File: src/verilog/ll_pkg.sv
////////////////////
// Depth is fixed at 32 entries, so pointers are 5 bits wide
// Counts need one extra bit to hold a full list
////////////////////

`default_nettype none

package ll_pkg;

  // Number of entries in the pointer RAM
  localparam int LL_DEPTH = 32;

  // Pointer width follows the depth
  localparam int LL_PTR_W = $clog2(LL_DEPTH);

  // Count width must be able to represent LL_DEPTH itself
  localparam int LL_CNT_W = $clog2(LL_DEPTH + 1);

  typedef logic [LL_PTR_W-1:0] ll_ptr_t;
  typedef logic [LL_CNT_W-1:0] ll_cnt_t;

  // One write into the pointer RAM links the old tail to the new tail
  typedef struct packed {
    logic    valid;
    ll_ptr_t addr;
    ll_ptr_t data;
  } ll_ram_wr_t;

  // Read request at the address of the head being popped
  typedef struct packed {
    logic    valid;
    ll_ptr_t addr;
  } ll_ram_rd_req_t;

  // Read return carrying the next head
  typedef struct packed {
    logic    valid;
    ll_ptr_t data;
  } ll_ram_rd_rsp_t;

endpackage

`default_nettype wire

File: src/verilog/ll_delay_line.sv
////////////////////
// Stages = 0 passes input straight through in the same cycle
// Only the valid bits are cleared at reset
////////////////////

`timescale 1ns/1ns
`default_nettype none

module ll_delay_line #(
  parameter int  Stages    = 1,
  parameter type payload_t = logic
) (
  input  logic     clk,
  input  logic     rst_n,
  input  logic     in_valid,
  input  payload_t in_data,
  output logic     out_valid,
  output payload_t out_data
);

  if (Stages == 0) begin : gen_pass
    assign out_valid = in_valid;
    assign out_data  = in_data;
  end else begin : gen_pipe
    logic [Stages-1:0] valid_q;
    payload_t          data_q [Stages];

    always_ff @(posedge clk) begin
      if (!rst_n) begin
        valid_q <= '0;
      end else begin
        valid_q[0] <= in_valid;
        for (int i = 1; i < Stages; i++) begin
          valid_q[i] <= valid_q[i-1];
        end
      end
    end

    // Payload just shifts along with its valid tag
    always_ff @(posedge clk) begin
      data_q[0] <= in_data;
      for (int i = 1; i < Stages; i++) begin
        data_q[i] <= data_q[i-1];
      end
    end

    assign out_valid = valid_q[Stages-1];
    assign out_data  = data_q[Stages-1];
  end

endmodule

`default_nettype wire

File: src/verilog/ll_ptr_ram.sv
////////////////////
// Contents are undefined after reset until written
// A read at an address written in the same cycle sees the new data
////////////////////

`timescale 1ns/1ns
`default_nettype none

module ll_ptr_ram import ll_pkg::*; #(
  parameter int RamReadLatency = 2
) (
  input  logic           clk,
  input  logic           rst_n,
  input  ll_ram_wr_t     wr,
  input  ll_ram_rd_req_t rd_req,
  output ll_ram_rd_rsp_t rd_rsp
);

  ll_ptr_t mem [LL_DEPTH];
  ll_ptr_t rd_data;
  logic    rsp_valid;
  ll_ptr_t rsp_data;

  always_ff @(posedge clk) begin
    if (wr.valid) begin
      mem[wr.addr] <= wr.data;
    end
  end

  // Popping the only entry while a push links it needs the bypass
  // Otherwise the stale next pointer would be returned
  always_comb begin
    if (wr.valid && (wr.addr == rd_req.addr)) begin
      rd_data = wr.data;
    end else begin
      rd_data = mem[rd_req.addr];
    end
  end

  // Read data is sampled now and delivered RamReadLatency cycles later
  ll_delay_line #(
    .Stages    (RamReadLatency),
    .payload_t (ll_ptr_t)
  ) rd_delay_i (
    .clk       (clk),
    .rst_n     (rst_n),
    .in_valid  (rd_req.valid),
    .in_data   (rd_data),
    .out_valid (rsp_valid),
    .out_data  (rsp_data)
  );

  assign rd_rsp = '{valid: rsp_valid, data: rsp_data};

endmodule

`default_nettype wire

File: src/verilog/ll_sublist.sv
////////////////////
// Selects arrive already gated by the push and pop strobes
// A RAM return for this sub-list never coincides with a push into it while empty
////////////////////

`timescale 1ns/1ns
`default_nettype none

module ll_sublist import ll_pkg::*; (
  input  logic           clk,
  input  logic           rst_n,
  input  logic           push_sel,
  input  ll_ptr_t        push_ptr,
  input  logic           pop_sel,
  input  logic           rsp_sel,
  input  ll_ram_rd_rsp_t rd_rsp,
  output ll_ptr_t        head,
  output logic           head_ok,
  output logic           last,
  output ll_cnt_t        count,
  output ll_ram_wr_t     ram_wr
);

  ll_ptr_t head_q;
  ll_ptr_t tail_q;
  ll_cnt_t count_q;
  logic    head_valid_q;
  logic    is_empty;
  logic    load_from_push;
  logic    load_from_ram;
  logic    head_load;
  ll_ptr_t head_next;

  assign is_empty = (count_q == '0);

  // An empty sub-list takes the pushed pointer straight as its head
  assign load_from_push = push_sel && is_empty;
  assign load_from_ram  = rsp_sel && rd_rsp.valid;
  assign head_load      = load_from_push || load_from_ram;
  assign head_next      = load_from_push ? push_ptr : rd_rsp.data;

  // Count and head-valid flag are the control state of the sub-list
  always_ff @(posedge clk) begin
    if (!rst_n) begin
      count_q      <= '0;
      head_valid_q <= 1'b0;
    end else begin
      count_q      <= count_q + ll_cnt_t'(push_sel) - ll_cnt_t'(pop_sel);
      head_valid_q <= (head_valid_q && !pop_sel) || head_load;
    end
  end

  // Head loads from a push into an empty sub-list or from a RAM return
  // The tail follows every push
  always_ff @(posedge clk) begin
    if (head_load) begin
      head_q <= head_next;
    end
    if (push_sel) begin
      tail_q <= push_ptr;
    end
  end

  // Chain the new pointer behind the current tail
  // Nothing to link when the sub-list is empty
  // An idle sub-list drives all zeros so the writes merge with an OR
  always_comb begin
    ram_wr = '0;
    if (push_sel && !is_empty) begin
      ram_wr = '{valid: 1'b1, addr: tail_q, data: push_ptr};
    end
  end

  assign head    = head_q;
  assign head_ok = head_valid_q && !is_empty;
  assign count   = count_q;

  // Popping this entry leaves nothing behind, so no RAM read is needed
  assign last = (count_q == ll_cnt_t'(1)) && !push_sel;

endmodule

`default_nettype wire

File: src/verilog/ll_list_steer.sv
////////////////////
// Selects are one-hot and start at sub-list 0 after reset
// Head bandwidth is NumLists pops per RamReadLatency + 1 cycles
////////////////////

`timescale 1ns/1ns
`default_nettype none

module ll_list_steer import ll_pkg::*; #(
  parameter int NumLists       = 2,
  parameter int RamReadLatency = 2
) (
  input  logic                   clk,
  input  logic                   rst_n,
  input  logic                   push_valid,
  input  logic                   head_ready,
  input  ll_ptr_t [NumLists-1:0] sub_head,
  input  logic [NumLists-1:0]    sub_head_ok,
  input  logic [NumLists-1:0]    sub_last,
  input  ll_cnt_t [NumLists-1:0] sub_count,
  output logic [NumLists-1:0]    push_sel,
  output logic [NumLists-1:0]    pop_sel,
  output logic [NumLists-1:0]    rsp_sel,
  output ll_ram_rd_req_t         rd_req,
  output logic                   head_valid,
  output ll_ptr_t                head,
  output logic                   empty,
  output ll_cnt_t                items
);

  typedef logic [NumLists-1:0] sel_t;

  sel_t tail_sel_q;
  sel_t head_sel_q;
  sel_t tail_sel_rot;
  sel_t head_sel_rot;
  logic pop;
  logic rd_needed;
  logic rsp_valid;
  sel_t rsp_data;

  // Rotate each select left by one position, wrapping the top bit to bit 0
  always_comb begin
    for (int i = 0; i < NumLists; i++) begin
      tail_sel_rot[i] = tail_sel_q[(i + NumLists - 1) % NumLists];
      head_sel_rot[i] = head_sel_q[(i + NumLists - 1) % NumLists];
    end
  end

  // Tail select advances on every push, head select on every pop
  always_ff @(posedge clk) begin
    if (!rst_n) begin
      tail_sel_q <= sel_t'(1);
      head_sel_q <= sel_t'(1);
    end else begin
      if (push_valid) begin
        tail_sel_q <= tail_sel_rot;
      end
      if (pop) begin
        head_sel_q <= head_sel_rot;
      end
    end
  end

  // Head port shows whatever the head select currently points at
  always_comb begin
    head = '0;
    for (int i = 0; i < NumLists; i++) begin
      if (head_sel_q[i]) begin
        head = sub_head[i];
      end
    end
  end

  assign head_valid = |(head_sel_q & sub_head_ok);
  assign pop        = head_valid && head_ready;

  assign push_sel = tail_sel_q & {NumLists{push_valid}};
  assign pop_sel  = head_sel_q & {NumLists{pop}};

  // A popped sub-list that keeps entries needs its next head from the RAM
  assign rd_needed = ~|(head_sel_q & sub_last);
  assign rd_req    = '{valid: pop && rd_needed, addr: head};

  // The head select follows the read so the return reaches the right sub-list
  ll_delay_line #(
    .Stages    (RamReadLatency),
    .payload_t (sel_t)
  ) sel_delay_i (
    .clk       (clk),
    .rst_n     (rst_n),
    .in_valid  (rd_req.valid),
    .in_data   (head_sel_q),
    .out_valid (rsp_valid),
    .out_data  (rsp_data)
  );

  assign rsp_sel = rsp_data & {NumLists{rsp_valid}};

  // Total never exceeds the depth, so the count width is enough
  always_comb begin
    items = '0;
    for (int i = 0; i < NumLists; i++) begin
      items = items + sub_count[i];
    end
  end

  assign empty = (items == '0);

endmodule

`default_nettype wire

File: src/verilog/ll_ctrl_top.sv
////////////////////
// push_ptr must not already be in the list; pushes have no back-pressure
// NumLists from 1 to 4, RamReadLatency from 0 to 3
////////////////////

`timescale 1ns/1ns
`default_nettype none

module ll_ctrl_top import ll_pkg::*; #(
  parameter int NumLists       = 2,
  parameter int RamReadLatency = 2
) (
  input  logic    clk,
  input  logic    rst_n,
  input  logic    push_valid,
  input  ll_ptr_t push_ptr,
  output logic    head_valid,
  input  logic    head_ready,
  output ll_ptr_t head,
  output logic    empty,
  output ll_cnt_t items
);

  logic [NumLists-1:0]    push_sel;
  logic [NumLists-1:0]    pop_sel;
  logic [NumLists-1:0]    rsp_sel;
  ll_ptr_t [NumLists-1:0] sub_head;
  logic [NumLists-1:0]    sub_head_ok;
  logic [NumLists-1:0]    sub_last;
  ll_cnt_t [NumLists-1:0] sub_count;
  ll_ram_wr_t [NumLists-1:0] sub_wr;
  ll_ram_wr_t     ram_wr;
  ll_ram_rd_req_t rd_req;
  ll_ram_rd_rsp_t rd_rsp;

  // Round-robin steering across the sub-lists and the head port
  ll_list_steer #(
    .NumLists       (NumLists),
    .RamReadLatency (RamReadLatency)
  ) steer_i (
    .clk         (clk),
    .rst_n       (rst_n),
    .push_valid  (push_valid),
    .head_ready  (head_ready),
    .sub_head    (sub_head),
    .sub_head_ok (sub_head_ok),
    .sub_last    (sub_last),
    .sub_count   (sub_count),
    .push_sel    (push_sel),
    .pop_sel     (pop_sel),
    .rsp_sel     (rsp_sel),
    .rd_req      (rd_req),
    .head_valid  (head_valid),
    .head        (head),
    .empty       (empty),
    .items       (items)
  );

  for (genvar i = 0; i < NumLists; i++) begin : gen_sublist
    ll_sublist sublist_i (
      .clk      (clk),
      .rst_n    (rst_n),
      .push_sel (push_sel[i]),
      .push_ptr (push_ptr),
      .pop_sel  (pop_sel[i]),
      .rsp_sel  (rsp_sel[i]),
      .rd_rsp   (rd_rsp),
      .head     (sub_head[i]),
      .head_ok  (sub_head_ok[i]),
      .last     (sub_last[i]),
      .count    (sub_count[i]),
      .ram_wr   (sub_wr[i])
    );
  end

  // At most one sub-list writes per cycle, so an OR is enough to merge them
  always_comb begin
    ram_wr = '0;
    for (int i = 0; i < NumLists; i++) begin
      ram_wr = ram_wr | sub_wr[i];
    end
  end

  ll_ptr_ram #(
    .RamReadLatency (RamReadLatency)
  ) ram_i (
    .clk    (clk),
    .rst_n  (rst_n),
    .wr     (ram_wr),
    .rd_req (rd_req),
    .rd_rsp (rd_rsp)
  );

endmodule

`default_nettype wire

File: config.mk
export PLATFORM = sky130hd
export DESIGN_NAME = ll_ctrl_top
export DESIGN_NICKNAME = d
export VERILOG_FILES = /design/src/verilog/ll_pkg.sv /design/src/verilog/ll_delay_line.sv /design/src/verilog/ll_ptr_ram.sv /design/src/verilog/ll_sublist.sv /design/src/verilog/ll_list_steer.sv /design/src/verilog/ll_ctrl_top.sv
export SDC_FILE = /design/constraint.sdc
export NUM_CORES = 1
export LEC_CHECK = 0
export CAP_MARGIN = 20
export CELL_PAD_IN_SITES_DETAIL_PLACEMENT = 1
export CELL_PAD_IN_SITES_GLOBAL_PLACEMENT = 2
export CORE_MARGIN = 1.5
export CORE_UTILIZATION = 50
export CTS_BUF_LIST = sky130_fd_sc_hd__clkbuf_8
export DETAILED_ROUTE_END_ITERATION = 12
export DONT_BUFFER_PORTS = 1
export PLACE_DENSITY_LB_ADDON = 0.1
export SLEW_MARGIN = 10
export SYNTH_ARGS = -nofsm -noshare
export SYNTH_HDL_FRONTEND = slang
export SYNTH_SLANG_ARGS = --single-unit
File: constraint.sdc
create_clock -name clk -period 6.9 [get_ports clk]
set_clock_uncertainty 0.2 [all_clocks]
set_input_delay 0.69 -clock clk [delete_from_list [all_inputs] [get_ports clk]]
set_output_delay 0.69 -clock clk [all_outputs]
set_load 0.01 [all_outputs]
==> results of run 1 <==
per-stage QoR:
step                      hold slack [ns]    util
after detailed placement           0.1157  0.5259
after global routing              0.02726  0.5621
final                             0.04214  0.5621
after floorplan                    0.1096       -
after global placement             0.1171  0.5259
after CTS                         0.01949  0.5613
placed cells by master (no fill, tap or decap), types with 8 or more instances in the layout:
| cell type | instances |
|---|---|
| sky130_fd_sc_hd__clkbuf_8 | 38 |
| sky130_fd_sc_hd__a311oi_1 | 11 |
| sky130_fd_sc_hd__inv_1 | 43 |
| sky130_fd_sc_hd__o21ai_0 | 13 |
| sky130_fd_sc_hd__buf_4 | 13 |
| sky130_fd_sc_hd__edfxtp_1 | 180 |
| sky130_fd_sc_hd__a221oi_1 | 8 |
| sky130_fd_sc_hd__and3_1 | 15 |
| sky130_fd_sc_hd__xor2_1 | 8 |
| sky130_fd_sc_hd__nor2_1 | 25 |
| sky130_fd_sc_hd__nand3_1 | 16 |
| sky130_fd_sc_hd__and2_1 | 16 |
| sky130_fd_sc_hd__mux2_2 | 15 |
| sky130_fd_sc_hd__a22oi_1 | 8 |
| sky130_fd_sc_hd__nor3_1 | 25 |
| sky130_fd_sc_hd__a211oi_1 | 11 |
| sky130_fd_sc_hd__mux2i_1 | 19 |
| sky130_fd_sc_hd__a21oi_1 | 45 |
| sky130_fd_sc_hd__ha_1 | 21 |
| sky130_fd_sc_hd__nand2_1 | 105 |
| sky130_fd_sc_hd__dfxtp_1 | 34 |
worst max-delay path, cell delays in order, from the launching register on:
cell,delay (ns)
sky130_fd_sc_hd__dfxtp_1,0.77
sky130_fd_sc_hd__nand2_1,0.58
sky130_fd_sc_hd__and2_2,0.40
sky130_fd_sc_hd__inv_2,0.06
sky130_fd_sc_hd__buf_4,0.40
sky130_fd_sc_hd__mux2i_1,0.30
sky130_fd_sc_hd__o32ai_1,0.12
sky130_fd_sc_hd__a2111oi_0,0.78
sky130_fd_sc_hd__a22oi_1,0.28
sky130_fd_sc_hd__mux2_2,0.34
layer usage:
layer	vias up	GRT usage	wire [um]
met4	0	0.1168	848
met2	193	0.4184	11490
met1	2972	0.3171	9509
met3	56	0.04903	1586
met5	-	0	0
li1	2737	-	-
area by class of cell:
type                            count  area [sq um]
Fill cell                        1863          7893
Sequential cell                   214          6086
Multi-Input combinational cell    443          2893
Clock buffer                       38         523.0
Tap cell                          229         286.5
Inverter                           31         116.4
Clock inverter                     27         115.1
Timing Repair Buffer               14         112.6
power by group through the flow:
stage          Clock (mW)  Combinational, mW  Sequential (mW)
6_report             1.01               1.09             1.62
5_1_grt              1.07               1.20             1.63
4_1_cts              1.03               1.10             1.62
3_5_place_dp            0               1.09             1.65
3_3_place_gp            0               1.06             1.64
2_1_floorplan           0              0.761             1.62
flip-flops by register name (all words and copies together) (netlist names):
register,flops
gen_sublist.sublist_i.count,12
gen_sublist.sublist_i.head,10
gen_sublist.sublist_i.head_valid_q,2
gen_sublist.sublist_i.tail_q,10
ram_i.mem,160
ram_i.rd_delay_i.gen_pipe.data_q,10
steer_i.head_sel_q,2
steer_i.sel_delay_i.gen_pipe.data_q,4
steer_i.sel_delay_i.gen_pipe.valid_q,2
steer_i.tail_sel_q,2
cells by family after synthesis:
group	synth area share
XOR/XNOR	0.01420
AO/OA/AOI/OAI	0.1104
AND/OR/NAND/NOR	0.1143
adder cells (fa/ha/maj)	0.03490
flip-flops	0.6579
multiplexers	0.03882
buffers and inverters	0.02949
worst max path at each step:
stage	end
floorplan	gen_sublist[0].sublist_i.count[4]$_SDFF_PN0_
global placement	ram_i.rd_delay_i.gen_pipe.data_q[0][3]$_DFF_P_
detailed placement	ram_i.rd_delay_i.gen_pipe.data_q[0][3]$_DFF_P_
CTS	ram_i.rd_delay_i.gen_pipe.data_q[0][3]$_DFF_P_
global route	ram_i.rd_delay_i.gen_pipe.data_q[0][3]$_DFF_P_
finish	ram_i.rd_delay_i.gen_pipe.data_q[0][3]$_DFF_P_
==> results.md, run 1 <==
- In this run the tightest slew margin relative to its limit is 0.3354.
- The share of the clock period used by the worst path is 0.6328.
- Averaged over all synthesized cells, the footprint is 12.83 sq um.
- The launching instance or port of the critical path is steer_i.head_sel_q[1]$_SDFFE_PN0N_.
- The clock latency on the worst-skew pair is 0.54 ns.
- The number of hold buffers added after CTS is 0.
- Summing all non-filler instances in the final layout gives an area of 10130 sq um.
- The count of maximum capacitance violations is 0.
- The worst endpoint data arrival time is 4.59 ns.
- The number of buffers on the longest clock path is 3.
- Of all cell types, the one taking the most synthesized area is sky130_fd_sc_hd__edfxtp_1.
- The post-layout instance count excluding filler cells is 996.
- Port buffering added 0 buffers.
- Setup repair after global routing left no endpoint under its margin.
- In this run the vertical extent of the chip is 139.0 um.
- The number of hold violations in the final report is 0.
- The number of cells in the design after placement is 930.
- The total power of the final layout is 3.714 mW.
- The maximum VDD drop is 0.1892 mV.
- The register-to-register setup slack is 2.53 ns.
- The share of total power dissipated in the clock network is 0.271.
- The leakage power total is 3.683 nW.
- The most repeated cell in the gate-level netlist after synthesis is sky130_fd_sc_hd__edfxtp_1.
- The area enclosed by the die boundary is 19330 sq um.
- The power per unit of standard cell area is 366.5 nW/um^2.
- The type of element capturing the critical path is a flip-flop.
- By area the synthesized netlist is led by sky130_fd_sc_hd__edfxtp_1 (58%), sky130_fd_sc_hd__dfxtp_1 (7.4%), sky130_fd_sc_hd__nand2_1 (4.3%).
- The post-CTS setup buffer count is 0.
- The worst hold path belongs to the class in2reg.
- The run finished with clean final reports.
- The post-route setup TNS is 0 ns.
- Dividing the detail-routed wire length by the instance count gives 23.53 um.
- For this run, the total global-route usage over all layers was measured as 0.2508.
- Summed over all layers, the routed wires come to 23430 um.
- The number of global-route vias before repair is 6287.
- In this run, the number of DRC markers left after iteration 0 of detailed routing was 354.
- The post-place instance area is 9479 sq um.
- Of the total power, registers draw 0.436.
- The switching component of the power is 1.273 mW.
- Entering global routing, the biggest net connects 52 pins.
- The switching portion of total power is 0.3427.
- Row generation in the floorplan step produced 49 rows.
- Counting flops with a built-in enable in the synthesized netlist gives 180.
- The path with the worst hold slack has its endpoint at gen_sublist[0].sublist_i.tail_q[1]$_DFFE_PP_.
- The final critical-path required period is 4.367 ns.
- The maximum net fanout on the critical path is 36.
- The proportion of synthesized chip area in sequential cells is 0.6579.
- The repair_antennas step left the layout with diodes totalling 0.
- The number of cells on the worst reg-to-reg path is 9.
- Global routing finished with a remaining overflow of 0.
- The worst hold path begins at push_ptr[1].
- The post-cts sizing count is 0.
- The final layout net count is 773.
- The global-route wire length before repair is 36750 um.
- The worst slack at placement is 2.563 ns.
- Routability-driven placement finished with a final weighted congestion of 0.7497.
- The worst path required time is 7.12 ns.
- Derived from the worst setup path, the maximum achievable clock frequency is 229.0 MHz.
- The startpoint identified for the worst register-to-register timing path is steer_i.head_sel_q[1]$_SDFFE_PN0N_.
- The deepest level of the CTS H-tree is 2.
- The post-route worst setup slack is 2.533 ns.
- Among all flip-flop cells after synthesis, the most frequent one is sky130_fd_sc_hd__edfxtp_1.
- The count of unique library cells instantiated by Yosys is 59.
- The clock tree from TritonCTS is built.
- The initial standard-cell utilization of the core is 0.5132.
- The number of nets in the synthesized netlist is 754.
- The share of total power dissipated in combinational logic is 0.293.
- In this run, CTS created clock tree buffers numbering 36.
- The clock-pin slew of the registers on the worst-case setup and hold paths is 0.06 ns.
- The core footprint is 18020 sq um.
- The total standard cell area after synthesis is 9250 sq um.
- The share of synthesized area in the top cell type comes to 0.5843.
- The HPWL after detailed placement is 15620 um.
- The critical path class is reg2reg.
- Ranked by instance count, the synthesized netlist is headed by sky130_fd_sc_hd__edfxtp_1 (180), sky130_fd_sc_hd__nand2_1 (105), sky130_fd_sc_hd__a21oi_1 (45).
- Setup violations remaining at the end of the flow were counted as 0.
- Once detail routing completed, the nets flagged for antenna violations numbered 0.
- The flip-flop and latch count after synthesis is 214.
- Across all layers, the routed design uses 5958 vias.
- The internal power is 2.441 mW.
- The cell count after synthesis came out at 721.
- The root buffer cell chosen for the clock tree is sky130_fd_sc_hd__clkbuf_8.
- The number of antenna violations at the first check in global routing came to 0.
- For this run, design rule violations remaining after detail routing come to 0.
- The count of final max-slew check failures came to 0.
- The total iterations of the first detailed-routing run is 4.
- The area overhead of the layout relative to synthesis is 9.536%.
- After synthesis, the share of flip-flops with an asynchronous set or reset is 0.
- The transition time of the tightest slew-check pin is 0.9865 ns.
- CTS saw 214 sinks.
- The layout cell share with drive strength beyond 1 is 0.1134.
- The detailed-route vias per instance is 5.982.
- The floorplan step set the die width to 139.0 um.
- Counting instances, the worst hold path has a depth of 0.
- The warning count from the yosys run is 0.
- 22 I/O pins were placed.
- The type of origin of the critical path is a flip-flop.
- The worst reg2reg path endpoint is ram_i.rd_delay_i.gen_pipe.data_q[0][3]$_DFF_P_.
Power figures use the tool's default switching activity.
==> run 2, diff against run 1 <==
- ABC_AREA: default -> 1
- CORE_UTILIZATION: 50 -> 39
- clock period: 6.9 -> 3.89 ns (I/O delays scaled with it)
==> run 2 against run 1 <==
Compared with the run above:
- flip-flop and latch count did not move
- synthesized cell count rose by 37%
- clock power rose by 93%
- global-route usage fell by 4.1 points
- sequential share of layout area fell by 5.1 points
- critical path type unchanged
==> results.md, run 2 <==
- Run status: finished clean (unchanged).
- The longest individual stage delay on the worst path was 0.42 ns (was 0.78 ns).
- The critical path's slowest cell is sky130_fd_sc_hd__fa_1 (was sky130_fd_sc_hd__a2111oi_0).
- The vertical die dimension is 162.3 um (was 139.0 um).
- The final critical-path required period came to 3.284 ns (was 4.367 ns).
- The final layout net count is 1049 (was 773).
- Leading cell types by count after synthesis: sky130_fd_sc_hd__nand3_1 (212), sky130_fd_sc_hd__edfxtp_1 (180), sky130_fd_sc_hd__nand2_1 (168) (was sky130_fd_sc_hd__edfxtp_1 (180), sky130_fd_sc_hd__nand2_1 (105), sky130_fd_sc_hd__a21oi_1 (45)).
- The buffer cell driving the clock tree root is sky130_fd_sc_hd__clkbuf_8 (unchanged).
- The maximum VDD drop came to 0.3254 mV (was 0.1892 mV).
- The CTS sink count came to 214 (unchanged).
- The post-CTS setup buffer count is 0 (unchanged).
- The power per unit of standard cell area is 641.8 nW/um^2 (was 366.5 nW/um^2).
- The worst endpoint data arrival time was 3.54 ns (was 4.59 ns).
- The clock tree from TritonCTS is built (unchanged).
- The number of cells on the worst reg-to-reg path is 20 (was 9).
- The deepest level of the CTS H-tree is 2 (unchanged).
- The clock-pin slew of the registers on the worst-case setup and hold paths is 0.06 ns (about the same).
- The sequential power share is 0.403 (was 0.436).
- The startpoint of the lowest-slack register-to-register path was gen_sublist[0].sublist_i.count[3]$_SDFF_PN0_ (was steer_i.head_sel_q[1]$_SDFFE_PN0N_).
- The HPWL after detailed placement was 16730 um (was 15620 um).
- The layout cell share with drive strength beyond 1 is 0.08349 (was 0.1134).
- The post-cts sizing count is 0 (unchanged).
- The fraction of power consumed by combinational cells came to 0.322 (was 0.293).
- The total iterations of the first detailed-routing run came to 9 (was 4).
- The register bank with the most flops is ram_i.mem (unchanged).
- The proportion of synthesized flip-flops having asynchronous set or reset came to 0 (unchanged).
- Unrepaired setup endpoints after global routing: false (unchanged).
- The DRC violation count after routing is 0 (unchanged).
- The boundary pin count is 22 (unchanged).
- The worst-case headroom to the max-slew limit came to 0.3759 (was 0.3354).
- The pin count of the biggest net entering global routing was 76 (was 52).
- The post-layout instance count excluding filler cells is 1372 (was 996).
- The worst path required time is 4.15 ns (was 7.12 ns).
- The worst reg2reg path endpoint is gen_sublist[0].sublist_i.count[4]$_SDFF_PN0_ (was ram_i.rd_delay_i.gen_pipe.data_q[0][3]$_DFF_P_).
- The count of final max-slew check failures came to 0 (unchanged).
- The core footprint is 25040 sq um (was 18020 sq um).
- The cell depth of the worst min-delay path is 2 (was 0).
- The worst hold-check slack came to 0.1223 ns (was 0.04214 ns).
- The most repeated cell in the gate-level netlist after synthesis is sky130_fd_sc_hd__nand3_1 (was sky130_fd_sc_hd__edfxtp_1).
- The proportion of synthesized chip area in sequential cells is 0.6153 (was 0.6579).
- The transition time of the tightest slew-check pin came to 0.9264 ns (was 0.9865 ns).
- The total power of the final layout is 7.108 mW (was 3.714 mW).
- The number of hold violations in the final report is 0 (unchanged).
- The final wirelength was 26700 um (was 23430 um).
- The detailed-route wire length per cell is 19.46 um (was 23.53 um).
- The portion of total power attributed to the clock network is 0.274 (was 0.271).
- The number of nets still failing antenna checks after routing is 0 (unchanged).
- The total via count in the routed design is 6912 (was 5958).
- The share of the clock period used by the worst path came to 0.8443 (was 0.6328).
- The utilization after layout is 0.4424 (was 0.5621).
- The flip-flop and latch count after synthesis came to 214 (unchanged).
- The detailed-route vias per instance is 5.038 (was 5.982).
- The area enclosed by the die boundary is 26330 sq um (was 19330 sq um).
- The maximum net fanout on the critical path is 9 (was 36).
- The die width is 162.3 um (was 139.0 um).
- The total routing resource utilization after global routing was 0.2099 (was 0.2508).
- The most common cell after layout, fill and taps aside is sky130_fd_sc_hd__nand3_1 (was sky130_fd_sc_hd__edfxtp_1).
- The placer's final routability congestion estimate was 0.7659 (was 0.7497).
- The area overhead of the layout relative to synthesis was 11.98% (was 9.536%).
- CP Cell Sequence: inv_1, ha_1, nand4_2, nand3_1, nand2_1, nand2_1, inv_1, nand2_1, inv_1, ha_1, inv_1, ha_1, fa_1, nand2_1, inv_1, nor2_1, nor2_1, nor2_1, o21ai_0, a21oi_1 (was nand2_1, and2_2, inv_2, buf_4, mux2i_1, o32ai_1, a2111oi_0, a22oi_1, mux2_2).
- The post-synthesis cell type with the largest combined area is sky130_fd_sc_hd__edfxtp_1 (unchanged).
- The count of maximum capacitance violations is 0 (unchanged).
- The total standard cell area after synthesis is 9891 sq um (was 9250 sq um).
- The register-to-register setup slack is 0.61 ns (was 2.53 ns).
- The global-route wire length before repair is 41440 um (was 36750 um).
- The internal power is 4.494 mW (was 2.441 mW).
- The number of global-route vias before repair is 7048 (was 6287).
- The diode insertion count for antenna repair was 0 (unchanged).
- The number of antenna violations at the first check in global routing came to 0 (unchanged).
- The clock latency on the worst-skew pair was 0.54 ns (about the same).
- The leakage power total was 4.649 nW (was 3.683 nW).
- The post-synthesis cell count is 988 (was 721).
- Top cells by area in the synthesized netlist: sky130_fd_sc_hd__edfxtp_1 (55%), sky130_fd_sc_hd__nand3_1 (11%), sky130_fd_sc_hd__dfxtp_1 (6.9%) (was sky130_fd_sc_hd__edfxtp_1 (58%), sky130_fd_sc_hd__dfxtp_1 (7.4%), sky130_fd_sc_hd__nand2_1 (4.3%)).
- The critical path class is reg2reg (unchanged).
- The post-route setup TNS is 0 ns (unchanged).
- The sink of the worst hold path was gen_sublist[1].sublist_i.tail_q[1]$_DFFE_PP_ (was gen_sublist[0].sublist_i.tail_q[1]$_DFFE_PP_).
- The maximum clock rate is 304.5 MHz (was 229.0 MHz).
- The number of flops mapped to enable cells by yosys was 180 (unchanged).
- Highest-count cells in the layout ignoring fill and taps: sky130_fd_sc_hd__nand3_1 (212), sky130_fd_sc_hd__edfxtp_1 (180), sky130_fd_sc_hd__inv_1 (169), sky130_fd_sc_hd__nand2_1 (167) (was sky130_fd_sc_hd__edfxtp_1 (180), sky130_fd_sc_hd__nand2_1 (105), sky130_fd_sc_hd__a21oi_1 (45), sky130_fd_sc_hd__inv_1 (43), sky130_fd_sc_hd__clkbuf_8 (38)).
- The type of element capturing the critical path is a flip-flop (unchanged).
- The final number of setup-violating endpoints is 0 (unchanged).
- The CTS buffer count is 39 (was 36).
- The start point of the worst hold path is push_valid (was push_ptr[1]).
- The number of rows in the core area is 58 (was 49).
- The mean instance size in the synthesized netlist is 10.01 sq um (was 12.83 sq um).
- The switching component of the power is 2.614 mW (was 1.273 mW).
- The count of unique library cells instantiated by Yosys came to 32 (was 59).
- The type of the most critical hold path was in2reg (unchanged).
- The total of buffers placed on input and output ports came to 0 (unchanged).
- The net count after synthesis is 1021 (was 754).
- The initial standard-cell utilization of the core was 0.3951 (was 0.5132).
- The number of buffers on the longest clock path was 3 (unchanged).
- The number of flip-flops in the largest register is 160 (unchanged).
- The share of the synthesized area in the top cell type came to 0.5465 (was 0.5843).
- The initial DRC count came to 437 (was 354).
- The switching portion of total power is 0.3678 (was 0.3427).
- The remaining global-route overflow is 0 (unchanged).
- The warning count from the yosys run is 0 (unchanged).
- The type of origin of the critical path is a flip-flop (unchanged).
- The number of cells in the design after placement is 1296 (was 930).
- The most frequently used flop master after synthesis is sky130_fd_sc_hd__edfxtp_1 (unchanged).
- The cell that appears most often on the critical path is sky130_fd_sc_hd__inv_1.
run 2: cell count changes in the layout (fill, tap and decap cells not counted), sizes merged, moves of 11 or more:
cell    change
nand3     +196
inv       +131
nand2      +66
nand3b     +48
nor2       +30
a21oi      -27
nor3       -21
mux2i      -19
and2       -17
mux2       -15
and3       -14
a22oi      -12
a311oi     -11
run 2: power groups by stage:
stage | logic [mW] | clock network, mW | registers (mW)
floorplan | 1.54 | 0 | 2.89
global placement | 2.31 | 0 | 2.91
detailed placement | 2.32 | 0 | 2.91
CTS | 2.34 | 2.01 | 2.87
global route | 2.56 | 2.09 | 2.89
finish | 2.29 | 1.95 | 2.87
run 2: metal layers:
layer / up-vias / routed length, um / global-route usage
li1: 3376 / - / -
met1: 3364 / 12470 / 0.2868
met2: 125 / 12480 / 0.3411
met3: 47 / 1174 / 0.03728
met4: 0 / 571 / 0.06297
met5: - / 0 / 0
run 2: how the worst max path moves through the flow:
stage,start,endpoint,slack (ns),depth (start not counted)
3_5_place_dp,gen_sublist[0].sublist_i.count[2]$_SDFF_PN0_,gen_sublist[0].sublist_i.count[4]$_SDFF_PN0_,0.61,20
5_1_grt,gen_sublist[0].sublist_i.count[3]$_SDFF_PN0_,gen_sublist[1].sublist_i.count[4]$_SDFF_PN0_,0.25,18
2_1_floorplan,gen_sublist[1].sublist_i.count[2]$_SDFF_PN0_,gen_sublist[1].sublist_i.count[4]$_SDFF_PN0_,0.91,20
6_report,gen_sublist[0].sublist_i.count[3]$_SDFF_PN0_,gen_sublist[0].sublist_i.count[4]$_SDFF_PN0_,0.61,20
4_1_cts,gen_sublist[0].sublist_i.count[3]$_SDFF_PN0_,gen_sublist[0].sublist_i.count[4]$_SDFF_PN0_,0.57,20
3_3_place_gp,gen_sublist[0].sublist_i.count[3]$_SDFF_PN0_,gen_sublist[1].sublist_i.count[4]$_SDFF_PN0_,0.70,18
run 2: layout make-up:
class	instances	area (sq um)
Clock buffer	44	605.6
Clock inverter	23	95.09
Fill cell	2820	13960
Inverter	162	608.1
Multi-Input combinational cell	571	2998
Sequential cell	214	6086
Tap cell	330	412.9
Timing Repair Buffer	28	270.3
run 2: logic make-up after synthesis:
kind of cell,Yosys count,synth area share
adders and majority gates,24,0.03264
xor gates and xnor gates,5,0.004427
AOI/OAI and AO/OA,43,0.02353
DFF,214,0.6153
buffers and inverters,203,0.08387
and+or+nand+nor,499,0.2402
run 2: worst max-delay path: cells and delay by family, from the launching register on:
kind / cells / cell delay (ns)
and+or+nand+nor: 9 / 1.09
adders and majority gates: 4 / 1.06
DFF: 1 / 0.33
buffers and inverters: 5 / 0.30
AOI/OAI and AO/OA: 2 / 0.24
run 2: per-stage QoR:
stage	area [sq um]	setup slack (ns)
floorplan	9891	0.9089
global placement	10280	0.7038
detailed placement	10280	0.6095
CTS	11080	0.5726
global route	11080	0.2545
finish	11080	0.6057
run 2: timing repair:
| action | 4_1_cts | 5_1_grt |
|---|---|---|
| setup endpoints to repair | 0 | 0 |
| hold endpoints to repair | 51 | 0 |
| hold buffers | 9 | 0 |
==> run 3, diff against run 2 <==
- ABC_AREA: 1 -> 0
- CORE_UTILIZATION: 39 -> 42
- clock period: 3.89 -> 2.64 ns (I/O delays scaled with it)
==> run 3 against run 2 <==
Compared with the run above:
- the flow now finishes with violations (negative setup slack)
- global-route usage is 4.2 points higher
- sequential share of layout area is 7.6 points lower
- cell count is 9.8% lower
- wire length is 7.7% higher
- register-to-register slack worse by 0.89 ns
- maximum frequency is 12% higher
- critical path depth is 6 lower
- total power is 68% higher
- largest power group is now combinational logic
- highest routed layer unchanged
==> results.md, run 3 (synthesis gave the netlist of run 1 again) <==
- Run status: finished, violations left (was finished clean).
- The checks that failed: negative setup slack.
- The initial standard-cell utilization of the core came to 0.4265 (was 0.3951).
- The number of inserted filler cells in the final layout was 2112 (was 2820).
- The total of buffers placed on input and output ports is 0 (unchanged).
- The number of hold violations in the final report is 0 (unchanged).
- The maximum clock rate is 342.1 MHz (was 304.5 MHz).
- The type of the most critical hold path is in2reg (unchanged).
- The share of the clock period used by the worst path is 1.107 (was 0.8443).
- The transition time of the tightest slew-check pin came to 0.7018 ns (was 0.9264 ns).
- The initial DRC count came to 307 (was 437).
- The number of rows in the core area was 54 (was 58).
- The number of nets still failing antenna checks after routing was 0 (unchanged).
- The topmost layer with routed signal wires is met4 (unchanged).
- The total via count in the routed design is 6840 (was 6912).
- The worst endpoint data arrival time is 3.14 ns (was 3.54 ns).
- The pin count of the biggest net entering global routing is 33 (was 76).
- The total routing resource utilization after global routing is 0.2520 (was 0.2099).
- The final wirelength is 28750 um (was 26700 um).
- The number of global-route vias before repair is 7190 (was 7048).
- The HPWL after detailed placement is 18960 um (was 16730 um).
- The wire length on met3 came to 1276 um (was 1174 um).
- The vertical die dimension is 151.4 um (was 162.3 um).
- The total iterations of the first detailed-routing run is 4 (was 9).
- The worst path required time is 2.86 ns (was 4.15 ns).
- The most common cell after layout, fill and taps aside is sky130_fd_sc_hd__edfxtp_1 (was sky130_fd_sc_hd__nand3_1).
- The placer's final routability congestion estimate was 0.7958 (was 0.7659).
- The CTS sink count is 214 (unchanged).
- The area overhead of the layout relative to synthesis is 39.27% (was 11.98%).
- The detailed-route vias per instance came to 5.530 (was 5.038).
- The utilization after layout is 0.5940 (was 0.4424).
- The longest individual stage delay on the worst path is 0.35 ns (was 0.42 ns).
- The maximum net fanout on the critical path is 3 (was 9).
- The diode insertion count for antenna repair is 0 (unchanged).
- The number of buffers on the longest clock path is 3 (unchanged).
- The buffer cell driving the clock tree root is sky130_fd_sc_hd__clkbuf_8 (unchanged).
- The kind of cell adding the most delay to the critical path was simple AND/OR/NAND/NOR gates (unchanged).
- The count of final max-slew check failures is 0 (unchanged).
- The count of maximum capacitance violations is 0 (unchanged).
- The maximum VDD drop came to 0.4991 mV (was 0.3254 mV).
- Unrepaired setup endpoints after global routing: true (was false).
- The clock tree from TritonCTS is built (unchanged).
- The number of antenna violations at the first check in global routing is 0 (unchanged).
- The routed metal-1 wirelength is 11980 um (was 12470 um).
- The number of flip-flops in the largest register is 160 (unchanged).
- The final layout net count came to 966 (was 1049).
- The switching component of the power is 4.136 mW (was 2.614 mW).
- The CTS buffer count came to 37 (was 39).
- The detailed-route wire length per cell is 23.24 um (was 19.46 um).
- The DRC violation count after routing is 0 (unchanged).
- The leakage power total is 4.984 nW (was 4.649 nW).
- The clock latency on the worst-skew pair came to 0.55 ns (was 0.54 ns).
- The critical path's slowest cell is sky130_fd_sc_hd__fa_2 (was sky130_fd_sc_hd__fa_1).
- The total power of the final layout was 11.93 mW (was 7.108 mW).
- The met2 wire length came to 14660 um (was 12480 um).
- The core footprint is 21690 sq um (was 25040 sq um).
- The worst-case headroom to the max-slew limit is 0.5306 (was 0.3759).
- The critical path class is reg2reg (unchanged).
- The worst hold-check slack came to 0.01257 ns (was 0.1223 ns).
- The deepest level of the CTS H-tree came to 2 (unchanged).
- The global-route wire length before repair is 42090 um (was 41440 um).
- The boundary pin count is 22 (unchanged).
- The type of origin of the critical path is a flip-flop (unchanged).
- The post-route worst setup slack is -0.2833 ns (was 0.6057 ns).
- The die width is 151.4 um (was 162.3 um).
- The switching portion of total power is 0.3468 (was 0.3678).
- The combined buffer and inverter count along the critical path is 2 (was 5).
- The layout cell share with drive strength beyond 1 is 0.4107 (was 0.08349).
- The final critical-path required period came to 2.923 ns (was 3.284 ns).
- The clock-pin slew of the registers on the worst-case setup and hold paths is 0.06 ns (about the same).
- The final number of setup-violating endpoints is 148 (was 0).
- The area enclosed by the die boundary is 22920 sq um (was 26330 sq um).
- The register bank with the most flops is ram_i.mem (unchanged).
- The power per unit of standard cell area came to 925.8 nW/um^2 (was 641.8 nW/um^2).
- The internal power was 7.790 mW (was 4.494 mW).
- Highest-count cells in the layout ignoring fill and taps: sky130_fd_sc_hd__edfxtp_1 (180), sky130_fd_sc_hd__buf_4 (126), sky130_fd_sc_hd__nand2_1 (99), sky130_fd_sc_hd__buf_6 (52), sky130_fd_sc_hd__clkbuf_8 (40) (was sky130_fd_sc_hd__nand3_1 (212), sky130_fd_sc_hd__edfxtp_1 (180), sky130_fd_sc_hd__inv_1 (169), sky130_fd_sc_hd__nand2_1 (167)).
- The sequential power share was 0.354 (was 0.403).
- The type of element capturing the critical path is a flip-flop (unchanged).
- CP Cell Sequence: inv_2, ha_4, and4bb_4, o22ai_4, nand2_4, nor2_4, ha_4, inv_2, ha_4, fa_2, a21oi_2, nor2_1, or3_1, and3_1 (was inv_1, ha_1, nand4_2, nand3_1, nand2_1, nand2_1, inv_1, nand2_1, inv_1, ha_1, inv_1, ha_1, fa_1, nand2_1, inv_1, nor2_1, nor2_1, nor2_1, o21ai_0, a21oi_1).
- The cell seen most often among critical-path stages is sky130_fd_sc_hd__ha_4 (was sky130_fd_sc_hd__inv_1).
- The remaining global-route overflow is 0 (unchanged).
- The portion of total power attributed to the clock network is 0.230 (was 0.274).
- The fraction of power consumed by combinational cells came to 0.416 (was 0.322).
-- run 3: power groups by stage --
| stage | sequential [mW] | combinational [mW] | clock, mW |
|---|---|---|---|
| finish | 4.22 | 4.96 | 2.75 |
| global placement | 4.27 | 3.80 | 0 |
| detailed placement | 4.28 | 3.93 | 0 |
| CTS | 4.21 | 4.48 | 2.79 |
| global route | 4.25 | 5.27 | 2.96 |
| floorplan | 4.25 | 2.07 | 0 |
-- run 3: layer usage --
layer	track usage	vias to the layer above
li1	-	3133
met1	0.3185	3492
met2	0.4359	159
met3	0.04669	56
met4	0.08058	0
met5	0	-
-- run 3: through the flow --
step | worst slack [ns] | TNS (ns) | std cells | instance area [sq um]
finish | -0.2833 | -14.62 | 1237 | 12880
global route | -0.3719 | -26.10 | 1237 | 12880
CTS | -0.3574 | -3.026 | 1211 | 12170
detailed placement | -0.3301 | -17.79 | 1119 | 10880
global placement | -0.4609 | -9.901 | 1119 | 10880
floorplan | -0.1564 | -0.4610 | 721 | 9408
-- run 3: final timing paths --
path	from	endpoint	slack, ns	depth (start not counted)
min	push_ptr[2]	ram_i.mem[23][2]$_DFFE_PP_	0.01	2
max reg2reg	gen_sublist[1].sublist_i.count[4]$_SDFF_PN0_	gen_sublist[0].sublist_i.count[4]$_SDFF_PN0_	-0.28	14
max	gen_sublist[1].sublist_i.count[4]$_SDFF_PN0_	gen_sublist[0].sublist_i.count[4]$_SDFF_PN0_	-0.28	14
min reg2reg	steer_i.sel_delay_i.gen_pipe.data_q[0][0]$_DFF_P_	steer_i.sel_delay_i.gen_pipe.data_q[0][2]$_DFF_P_	0.13	0
-- run 3: what timing repair did --
item / CTS / global route
gates cloned: 1 / 0
hold buffers: 9 / 0
hold endpoints to repair: 58 / 0
buffers inserted: 22 / 27
endpoints found under the setup margin: 171 / 177
gates resized for setup: 85 / 113
pin swaps: 45 / 52
-- run 3: layout make-up --
class	count	area, sq um	area share
tap	280	350.3	0.02719
multi-input combinational	443	3660	0.2841
clock buffer	40	550.5	0.04273
timing repair buffer	206	1989	0.1544
inverter	31	123.9	0.009615
sequential	214	6105	0.4739
clock inverter	23	103.9	0.008061
